<file path="src/pcxt_pkg.sv">
// timing counts are shortened for simulation; scale splash and power hold before use on hardware
package pcxt_pkg;

	////////////////////////////////
	// status word layout
	////////////////////////////////
	localparam int status_w = 32;
	localparam int stat_tandy = 3;
	localparam int stat_mda = 4;
	localparam int stat_splash = 7;
	localparam int stat_speed_lo = 17;
	localparam int stat_speed_hi = 18;

	// cpu speed codes in the osd menu encoding
	typedef enum logic [1:0] {
		speed_477  = 2'b00,
		speed_716  = 2'b01,
		speed_1431 = 2'b10
	} speed_t;

	// configuration fields taken from status
	typedef struct packed {
		speed_t speed;
		logic   tandy_req;
		logic   mda_mode;
		logic   splash_skip;
	} cfg_t;

	////////////////////////////////
	// enable generation
	////////////////////////////////
	localparam int phase_len = 12;
	localparam int phase_w = 4;
	localparam int div_477 = 6;
	localparam int div_716 = 4;
	localparam int div_1431 = 2;
	localparam int div_periph = 12;

	////////////////////////////////
	// reset sequence and led
	////////////////////////////////
	localparam int power_hold_cycles = 1024;
	localparam int power_w = 10;
	localparam int cpu_reset_delay = 42;
	localparam int cpu_delay_w = 6;
	localparam int splash_tick_cycles = 256;
	localparam int splash_tick_w = 8;
	localparam int splash_ticks = 5;
	localparam int splash_cnt_w = 3;
	localparam int led_hold_cycles = 1000;
	localparam int led_w = 10;

	// dip switch bytes for cga 80 columns and mda
	localparam logic [7:0] dip_cga = 8'b0010_1101;
	localparam logic [7:0] dip_mda = 8'b0011_1101;

	// audio widths
	localparam int mix_w = 17;
	localparam int dac_w = 16;

endpackage

</file>
<file path="src/clock_enable_gen.sv">
// single clock domain; enables are one-cycle pulses, speed code 2'b11 runs at the slow rate
module clock_enable_gen (
	input  logic             clk_chipset,
	input  logic             reset_wire,
	input  pcxt_pkg::speed_t speed_req,
	input  logic             biu_done,
	input  logic             opl2_clk,
	output logic             cpu_ce,
	output logic             periph_ce,
	output logic             opl2_ce
);

	localparam int pw = pcxt_pkg::phase_w;

	logic [pw-1:0] phase;
	pcxt_pkg::speed_t speed_act;
	logic cpu_hit;
	logic periph_hit;
	// opl2 clock synchronizer and edge flop
	logic opl2_ff_1;
	logic opl2_ff_2;
	logic opl2_ff_3;

	////////////////////////////////
	// phase counter
	////////////////////////////////
	// one counter stands in for the old divided clock chain
	always_ff @(posedge clk_chipset or posedge reset_wire) begin
		if (reset_wire) begin
			phase <= '0;
		end else if (phase == pw'(pcxt_pkg::phase_len - 1)) begin
			phase <= '0;
		end else begin
			phase <= phase + 1'b1;
		end
	end

	// speed only moves when the bus unit is idle
	always_ff @(posedge clk_chipset or posedge reset_wire) begin
		if (reset_wire) begin
			speed_act <= pcxt_pkg::speed_477;
		end else if (biu_done) begin
			speed_act <= speed_req;
		end
	end

	// phase decode per speed
	always_comb begin
		case (speed_act)
			pcxt_pkg::speed_1431: cpu_hit = (phase % pw'(pcxt_pkg::div_1431)) == '0;
			pcxt_pkg::speed_716:  cpu_hit = (phase % pw'(pcxt_pkg::div_716)) == '0;
			default:              cpu_hit = (phase % pw'(pcxt_pkg::div_477)) == '0;
		endcase
	end

	// peripheral rate at the 2.385 MHz equivalent
	assign periph_hit = (phase % pw'(pcxt_pkg::div_periph)) == '0;

	always_ff @(posedge clk_chipset or posedge reset_wire) begin
		if (reset_wire) begin
			cpu_ce <= 1'b0;
			periph_ce <= 1'b0;
		end else begin
			cpu_ce <= cpu_hit;
			periph_ce <= periph_hit;
		end
	end

	////////////////////////////////
	// opl2 enable
	////////////////////////////////
	// pulse lands three cycles after the external rising edge
	always_ff @(posedge clk_chipset or posedge reset_wire) begin
		if (reset_wire) begin
			opl2_ff_1 <= 1'b0;
			opl2_ff_2 <= 1'b0;
			opl2_ff_3 <= 1'b0;
			opl2_ce <= 1'b0;
		end else begin
			opl2_ff_1 <= opl2_clk;
			opl2_ff_2 <= opl2_ff_1;
			opl2_ff_3 <= opl2_ff_2;
			opl2_ce <= opl2_ff_2 & ~opl2_ff_3;
		end
	end

endmodule

</file>
<file path="src/reset_sequencer.sv">
// splash and power hold are counted in clk_chipset cycles; tandy_mode reads 0 while reset_wire is high
module reset_sequencer (
	input  logic clk_chipset,
	input  logic reset_wire,
	input  logic splash_skip,
	input  logic tandy_req,
	output logic sys_reset,
	output logic cpu_reset,
	output logic tandy_mode
);

	localparam int tw = pcxt_pkg::splash_tick_w;
	localparam int nw = pcxt_pkg::splash_cnt_w;
	localparam int hw = pcxt_pkg::power_w;
	localparam int dw = pcxt_pkg::cpu_delay_w;

	logic splash_on;
	logic [tw-1:0] tick_cnt;
	logic [nw-1:0] tick_num;
	logic [hw-1:0] power_cnt;
	logic cpu_stage;
	logic [dw-1:0] cpu_cnt;

	////////////////////////////////
	// splash and power hold
	////////////////////////////////
	// splash first, then the power-on hold
	always_ff @(posedge clk_chipset or posedge reset_wire) begin
		if (reset_wire) begin
			splash_on <= 1'b1;
			tick_cnt <= '0;
			tick_num <= '0;
			power_cnt <= '0;
			sys_reset <= 1'b1;
		end else if (splash_on) begin
			// skip bit ends the splash at once
			if (splash_skip || tick_num == nw'(pcxt_pkg::splash_ticks)) begin
				splash_on <= 1'b0;
			end else if (tick_cnt == tw'(pcxt_pkg::splash_tick_cycles - 1)) begin
				tick_cnt <= '0;
				tick_num <= tick_num + 1'b1;
			end else begin
				tick_cnt <= tick_cnt + 1'b1;
			end
		end else if (sys_reset) begin
			if (power_cnt == hw'(pcxt_pkg::power_hold_cycles - 1)) begin
				sys_reset <= 1'b0;
			end else begin
				power_cnt <= power_cnt + 1'b1;
			end
		end
	end

	////////////////////////////////
	// cpu reset release
	////////////////////////////////
	// staging flop behind sys_reset
	always_ff @(posedge clk_chipset or posedge reset_wire) begin
		if (reset_wire) begin
			cpu_stage <= 1'b1;
		end else begin
			cpu_stage <= sys_reset;
		end
	end

	// cpu held for cpu_reset_delay more cycles after staging clears
	always_ff @(posedge clk_chipset or posedge reset_wire) begin
		if (reset_wire) begin
			cpu_cnt <= '0;
			cpu_reset <= 1'b1;
		end else if (cpu_stage) begin
			cpu_cnt <= '0;
			cpu_reset <= 1'b1;
		end else if (cpu_cnt != dw'(pcxt_pkg::cpu_reset_delay)) begin
			cpu_cnt <= cpu_cnt + 1'b1;
		end else begin
			cpu_reset <= 1'b0;
		end
	end

	// model bit only sampled during system reset
	always_ff @(posedge clk_chipset or posedge reset_wire) begin
		if (reset_wire) begin
			tandy_mode <= 1'b0;
		end else if (sys_reset) begin
			tandy_mode <= tandy_req;
		end
	end

endmodule

</file>
<file path="src/audio_mixer_dac.sv">
// mixer wraps on overflow, no saturation; dac_sample is two's complement, audio_bit density follows it
module audio_mixer_dac (
	input  logic                              clk_chipset,
	input  logic                              reset_wire,
	input  logic                              speaker,
	input  logic signed [pcxt_pkg::dac_w-1:0] opl2_sample,
	input  logic [7:0]                        tandy_sample,
	output logic [pcxt_pkg::dac_w-1:0]        dac_sample,
	output logic                              audio_bit
);

	localparam int mw = pcxt_pkg::mix_w;
	localparam int sw = pcxt_pkg::dac_w;

	logic [mw-1:0] opl_term;
	logic [mw-1:0] spk_term;
	logic [mw-1:0] tandy_term;
	logic [mw-1:0] mix_sum;
	// sigma-delta accumulator with the carry in its msb
	logic [mw-1:0] acc;
	logic [sw-1:0] dac_offset;

	////////////////////////////////
	// mixer
	////////////////////////////////
	// opl2 sign extended then x4
	assign opl_term = {opl2_sample[sw-1], opl2_sample} << 2;
	// speaker x32768
	assign spk_term = {1'b0, speaker, 15'd0};
	// unsigned tandy x64
	assign tandy_term = {3'b000, tandy_sample, 6'd0};
	assign mix_sum = opl_term + spk_term + tandy_term;

	// half the sum registered one cycle late
	always_ff @(posedge clk_chipset or posedge reset_wire) begin
		if (reset_wire) begin
			dac_sample <= '0;
		end else begin
			dac_sample <= mix_sum[mw-1:1];
		end
	end

	////////////////////////////////
	// first-order modulator
	////////////////////////////////
	// +32768 turns the signed sample into an unsigned level
	assign dac_offset = dac_sample ^ {1'b1, {(sw - 1){1'b0}}};

	always_ff @(posedge clk_chipset or posedge reset_wire) begin
		if (reset_wire) begin
			acc <= '0;
		end else begin
			// drop the last carry and keep the residue
			acc <= {1'b0, acc[sw-1:0]} + {1'b0, dac_offset};
		end
	end

	assign audio_bit = acc[mw-1];

endmodule

</file>
<file path="src/activity_led.sv">
// led is active high; a strobe during the hold restarts the full hold time
module activity_led (
	input  logic clk_chipset,
	input  logic reset_wire,
	input  logic download_strobe,
	output logic led
);

	localparam int lw = pcxt_pkg::led_w;

	logic [lw-1:0] hold_cnt;

	// reload on every strobe, count down to zero
	always_ff @(posedge clk_chipset or posedge reset_wire) begin
		if (reset_wire) begin
			hold_cnt <= '0;
		end else if (download_strobe) begin
			hold_cnt <= lw'(pcxt_pkg::led_hold_cycles);
		end else if (hold_cnt != '0) begin
			hold_cnt <= hold_cnt - 1'b1;
		end
	end

	// lit while any hold time remains
	assign led = hold_cnt != '0;

endmodule

</file>
<file path="src/pcxt_glue.sv">
// status is a static level from the menu; enables and mixer stay idle until sys_reset clears
module pcxt_glue (
	input  logic                                 clk_chipset,
	input  logic                                 reset_wire,
	input  logic [pcxt_pkg::status_w-1:0]        status,
	input  logic                                 biu_done,
	input  logic                                 opl2_clk,
	input  logic                                 port_b_bit3,
	input  logic                                 speaker,
	input  logic signed [pcxt_pkg::dac_w-1:0]    opl2_sample,
	input  logic [7:0]                           tandy_sample,
	input  logic                                 download_strobe,
	output logic                                 cpu_ce,
	output logic                                 periph_ce,
	output logic                                 opl2_ce,
	output logic                                 sys_reset,
	output logic                                 cpu_reset,
	output logic                                 tandy_mode,
	output logic [3:0]                           dip_nibble,
	output logic [pcxt_pkg::dac_w-1:0]           dac_sample,
	output logic                                 audio_bit,
	output logic                                 led
);

	pcxt_pkg::cfg_t cfg;
	logic [7:0] dip_byte;

	////////////////////////////////
	// status decode
	////////////////////////////////
	assign cfg.speed = pcxt_pkg::speed_t'(status[pcxt_pkg::stat_speed_hi:pcxt_pkg::stat_speed_lo]);
	assign cfg.tandy_req = status[pcxt_pkg::stat_tandy];
	assign cfg.mda_mode = status[pcxt_pkg::stat_mda];
	assign cfg.splash_skip = status[pcxt_pkg::stat_splash];

	// port B bit 3 picks the half of the keyboard port C dip byte
	assign dip_byte = cfg.mda_mode ? pcxt_pkg::dip_mda : pcxt_pkg::dip_cga;

	always_ff @(posedge clk_chipset) begin
		dip_nibble <= port_b_bit3 ? dip_byte[7:4] : dip_byte[3:0];
	end

	////////////////////////////////
	// blocks
	////////////////////////////////
	reset_sequencer reset_sequencer_inst (
		.clk_chipset (clk_chipset),
		.reset_wire  (reset_wire),
		.splash_skip (cfg.splash_skip),
		.tandy_req   (cfg.tandy_req),
		.sys_reset   (sys_reset),
		.cpu_reset   (cpu_reset),
		.tandy_mode  (tandy_mode)
	);

	// enables held off by the system reset
	clock_enable_gen clock_enable_gen_inst (
		.clk_chipset (clk_chipset),
		.reset_wire  (sys_reset),
		.speed_req   (cfg.speed),
		.biu_done    (biu_done),
		.opl2_clk    (opl2_clk),
		.cpu_ce      (cpu_ce),
		.periph_ce   (periph_ce),
		.opl2_ce     (opl2_ce)
	);

	audio_mixer_dac audio_mixer_dac_inst (
		.clk_chipset  (clk_chipset),
		.reset_wire   (sys_reset),
		.speaker      (speaker),
		.opl2_sample  (opl2_sample),
		.tandy_sample (tandy_sample),
		.dac_sample   (dac_sample),
		.audio_bit    (audio_bit)
	);

	// led runs even while the system is held
	activity_led activity_led_inst (
		.clk_chipset     (clk_chipset),
		.reset_wire      (reset_wire),
		.download_strobe (download_strobe),
		.led             (led)
	);

endmodule

</file>
<file path="config.mk">
export PLATFORM = sky130hd
export DESIGN_NAME = pcxt_glue
export DESIGN_NICKNAME = d
export VERILOG_FILES = /design/src/pcxt_pkg.sv /design/src/clock_enable_gen.sv /design/src/reset_sequencer.sv /design/src/audio_mixer_dac.sv /design/src/activity_led.sv /design/src/pcxt_glue.sv
export SDC_FILE = /design/constraint.sdc
export NUM_CORES = 1
export LEC_CHECK = 0
export ABC_AREA = 1
export BUFFER_PORTS_ARGS = -buffer_cell sky130_fd_sc_hd__clkbuf_2
export CELL_PAD_IN_SITES_DETAIL_PLACEMENT = 1
export CELL_PAD_IN_SITES_GLOBAL_PLACEMENT = 2
export CORE_MARGIN = 5
export CORE_UTILIZATION = 35
export DETAILED_ROUTE_END_ITERATION = 10
export PLACE_DENSITY_LB_ADDON = 0.25
export REMOVE_ABC_BUFFERS = 1
export SLEW_MARGIN = 20
export SYNTH_ARGS = -nofsm -noshare
export SYNTH_HDL_FRONTEND = slang
export SYNTH_SLANG_ARGS = --single-unit
</file>
<file path="constraint.sdc">
create_clock -name clk_chipset -period 4.2 [get_ports clk_chipset]
set_clock_uncertainty 0.05 [all_clocks]
set_input_delay 0.42 -clock clk_chipset [delete_from_list [all_inputs] [get_ports clk_chipset]]
set_output_delay 0.42 -clock clk_chipset [all_outputs]
set_load 0.02 [all_outputs]
</file>
==> results.sh <==
export IMPL_status="finished, final reports clean"
export IMPL_antennaDiodeCount=0
export IMPL_clock_sinks=88
export IMPL_io_pins=91
export IMPL_place_port_buffers=61
export IMPL_hold_viol=0
export IMPL_synth_edff_count=0
export IMPL_cts_max_level=3
export IMPL_start_util=0.357
export IMPL_syn_area_um2=4970
export IMPL_dp_hpwl_mm=9.17
export IMPL_maxCapViolations=0
export IMPL_antenna_found_initial=0
export IMPL_drt_initial_drc_count=150
export IMPL_grt_total_usage=0.150
export IMPL_p_per_area_nw_per_um2=488
export IMPL_wire_per_inst_um=12.9
export IMPL_dieArea_um2=16700
export IMPL_clockBufferDepth=2
export IMPL_path_class="reg2out"
export IMPL_final_nets=805
export IMPL_synth_area_leaders="dfrtp_1, nand2_1, ha_1, inv_1, nand3_1"
export IMPL_avgSynthCellArea_um2=7.89
export IMPL_ys_warn_count=0
export IMPL_cts_tree="built"
export IMPL_max_vdd_ir_drop_v=0.000193
export IMPL_clock_fmax_ghz=0.427
export IMPL_drc_errors=0
export IMPL_drive_above_1_share=0.132
export IMPL_fp_row_count=43
export IMPL_cp_end_kind="primary output"
export IMPL_first_pass_iters=4
export IMPL_synth_ff_latch_count=88
export IMPL_synthFlopType="dfrtp_1"
export IMPL_gp_congestion=0.835
export IMPL_die_h_um=129
export IMPL_cts_root_buffer="clkbuf_16"
export IMPL_yosys_area_top_type="dfrtp_1"
export IMPL_grt_max_degree=47
export IMPL_p_leak_nw=3.07
export IMPL_vias=4185
export IMPL_place_area_um2=5490
export IMPL_core_area_um2=13900
export IMPL_slew_viol_final=0
export IMPL_avgViaCountPerCell=4.73
export IMPL_design_area_um2=5780
export IMPL_fill_cells=1730
export IMPL_detail_route_antenna_nets=0
export IMPL_setup_viol_count_final=0
export IMPL_cp_data_arrival_time_ps=1870
export IMPL_worstPathCellList="inv_1 -> ha_1 -> nand3_1 -> nor3_1 -> nand2_1 -> clkbuf_2"
export IMPL_worst_setup_path_start_kind="flip-flop"
export IMPL_ys_seq_area_frac=0.441
export IMPL_cts_buffers_inserted=9
export IMPL_wl_mm=11.4
export IMPL_syn2layout_area_growth_pct=16.2
export IMPL_postCtsHoldBufs=0
export IMPL_cts_resized=0
export IMPL_finalPower_mw=2.82
export IMPL_crit_path_max_fanout=5
export IMPL_rsz0062_at_grt="no"
export IMPL_tns_ps=0
export IMPL_grt_pass1_wl_mm=20.1
export IMPL_synth_async_reset_ratio=0.966
export IMPL_synth_cells=630
export IMPL_fin_util=0.415
export IMPL_cts_setup_buffers=0
export IMPL_clk_latency_ps=340
export IMPL_synth_cell_type_count=35
export IMPL_path_clk_slew_ps=60
export IMPL_fin_crit_sh=0.558
export IMPL_min_path_type="in2reg"
export IMPL_netlist_top_cells_count="nand2_1, inv_1, dfrtp_1"
export IMPL_required_ps=3730
export IMPL_worstMarginPinSlew_ps=812
export IMPL_yosysMostFrequentCell="nand2_1"
export IMPL_grt_pass1_vias=4526
export IMPL_crit_path_max_incr_delay_ps=370
export IMPL_cp_slowest_cell="nor3_1"
export IMPL_relSlewSlack=0.458
export IMPL_grt_ovfl_total=0
export IMPL_finalCriticalPeriod_ps=2340
export IMPL_die_x_um=129
export IMPL_yosysTopAreaCellShare=0.408
-- through the flow --
stage	hold slack, ps	instances	worst slack, ps
floorplan	281	627	2070
global placement	284	869	2200
detailed placement	308	869	2170
CTS	112	885	1830
global route	112	885	1540
finish	126	885	1860
-- per-layer routing --
metal,vias up,GRT usage,part of all wire
met5,-,0,0
met4,0,0.0642,0.021
met3,14,0.0260,0.031
li1,2118,-,-
met2,54,0.269,0.51
met1,1999,0.175,0.44
-- state kept, by name, indices dropped and copies added, names as in the netlist --
signal,cells
reset_sequencer_inst.cpu_reset,1
reset_sequencer_inst.tandy_mode,1
clock_enable_gen_inst.cpu_ce,1
clock_enable_gen_inst.periph_ce,1
reset_sequencer_inst.tick_num,3
clock_enable_gen_inst.opl2_ff_3,1
reset_sequencer_inst.cpu_stage,1
reset_sequencer_inst.splash_on,1
clock_enable_gen_inst.opl2_ff_2,1
clock_enable_gen_inst.phase,4
clock_enable_gen_inst.opl2_ce,1
clock_enable_gen_inst.opl2_ff_1,1
activity_led_inst.hold_cnt,10
reset_sequencer_inst.sys_reset,1
audio_mixer_dac_inst.acc,16
reset_sequencer_inst.power_cnt,10
reset_sequencer_inst.cpu_cnt,6
reset_sequencer_inst.tick_cnt,8
dip_nibble,3
clock_enable_gen_inst.speed_act,2
audio_mixer_dac_inst.dac_sample,15
-- critical path: cells and delay by family (launching register included) --
family	cells	cell delay [ps]
flops	1	360
buf+inv	2	300
simple gates	3	670
fa+ha+maj	1	220
-- logic make-up (layout without fill, tap and decap cells) --
family / after synthesis / in the layout / share of synthesized area
DFF: 88 / 88 / 0.441
buffers and inverters: 105 / 180 / 0.0828
AOI/OAI and AO/OA: 46 / 46 / 0.0511
adders and majority gates: 42 / 42 / 0.109
and+or+nand+nor: 327 / 327 / 0.279
other: 1 / 1 / 0.000754
xor gates and xnor gates: 21 / 21 / 0.0370
-- layout by cell type, fill, tap and decap left out, types with 2 or more instances in the layout --
master / netlist / routed
dfstp_2: 4 / 4
nor3_1: 8 / 8
ha_1: 40 / 40
clkbuf_1: 0 / 2
nand2_1: 190 / 190
o21ai_0: 15 / 15
clkinvlp_4: 0 / 3
o21a_1: 2 / 2
nor2_1: 48 / 48
clkbuf_2: 0 / 61
nand4_1: 15 / 15
a21oi_1: 20 / 20
dfrtp_1: 81 / 81
nand3_1: 53 / 53
fa_1: 2 / 2
clkinv_2: 0 / 2
or2_2: 3 / 3
nand3b_1: 3 / 3
xor2_1: 11 / 11
dfxtp_1: 3 / 3
xnor2_1: 10 / 10
inv_1: 100 / 99
o21ai_1: 3 / 3
o21ai_2: 2 / 2
clkbuf_16: 0 / 9
nor2_2: 2 / 2
-- area by class of cell --
class / instances / area, um2 / share of cell area
multi-input cells: 437 / 2370 / 0.410
flip-flops and latches: 88 / 2190 / 0.379
inverters: 102 / 387 / 0.0669
repair buffers: 62 / 313 / 0.0541
clock buffers: 11 / 233 / 0.0403
well taps: 180 / 225 / 0.0390
clock inverters: 5 / 57.6 / 0.00996
-- report_power, final --
| part | total [mW] | internal [mW] | switching (mW) |
|---|---|---|---|
| Sequential | 1.03 | 0.972 | 0.0535 |
| Clock | 0.793 | 0.460 | 0.332 |
| Combinational | 0.999 | 0.358 | 0.641 |
| Total | 2.82 | 1.79 | 1.03 |
-- worst paths after layout --
| check | slack (ps) | depth (start not counted) | to | from |
|---|---|---|---|---|
| worst min-delay path | 130 | 1 | audio_mixer_dac_inst.dac_sample[2]$_DFF_PP0_ | opl2_sample[1] |
| worst max register to register | 1900 | 7 | reset_sequencer_inst.power_cnt[5]$_DFFE_PP0P_ | reset_sequencer_inst.sys_reset$_DFFE_PP1N_ |
| min in group asynchronous | 150 | 3 | activity_led_inst.hold_cnt[8]$_DFFE_PP0P_ | reset_wire |
| max in group asynchronous | 3240 | 1 | audio_mixer_dac_inst.acc[11]$_DFF_PP0_ | reset_sequencer_inst.sys_reset$_DFFE_PP1N_ |
| worst min register to register | 310 | 0 | clock_enable_gen_inst.opl2_ff_2$_DFF_PP0_ | clock_enable_gen_inst.opl2_ff_1$_DFF_PP0_ |
| worst max-delay path | 1860 | 6 | led | activity_led_inst.hold_cnt[0]$_DFFE_PP0P_ |
Note: power is estimated with default switching activity, not from simulation.
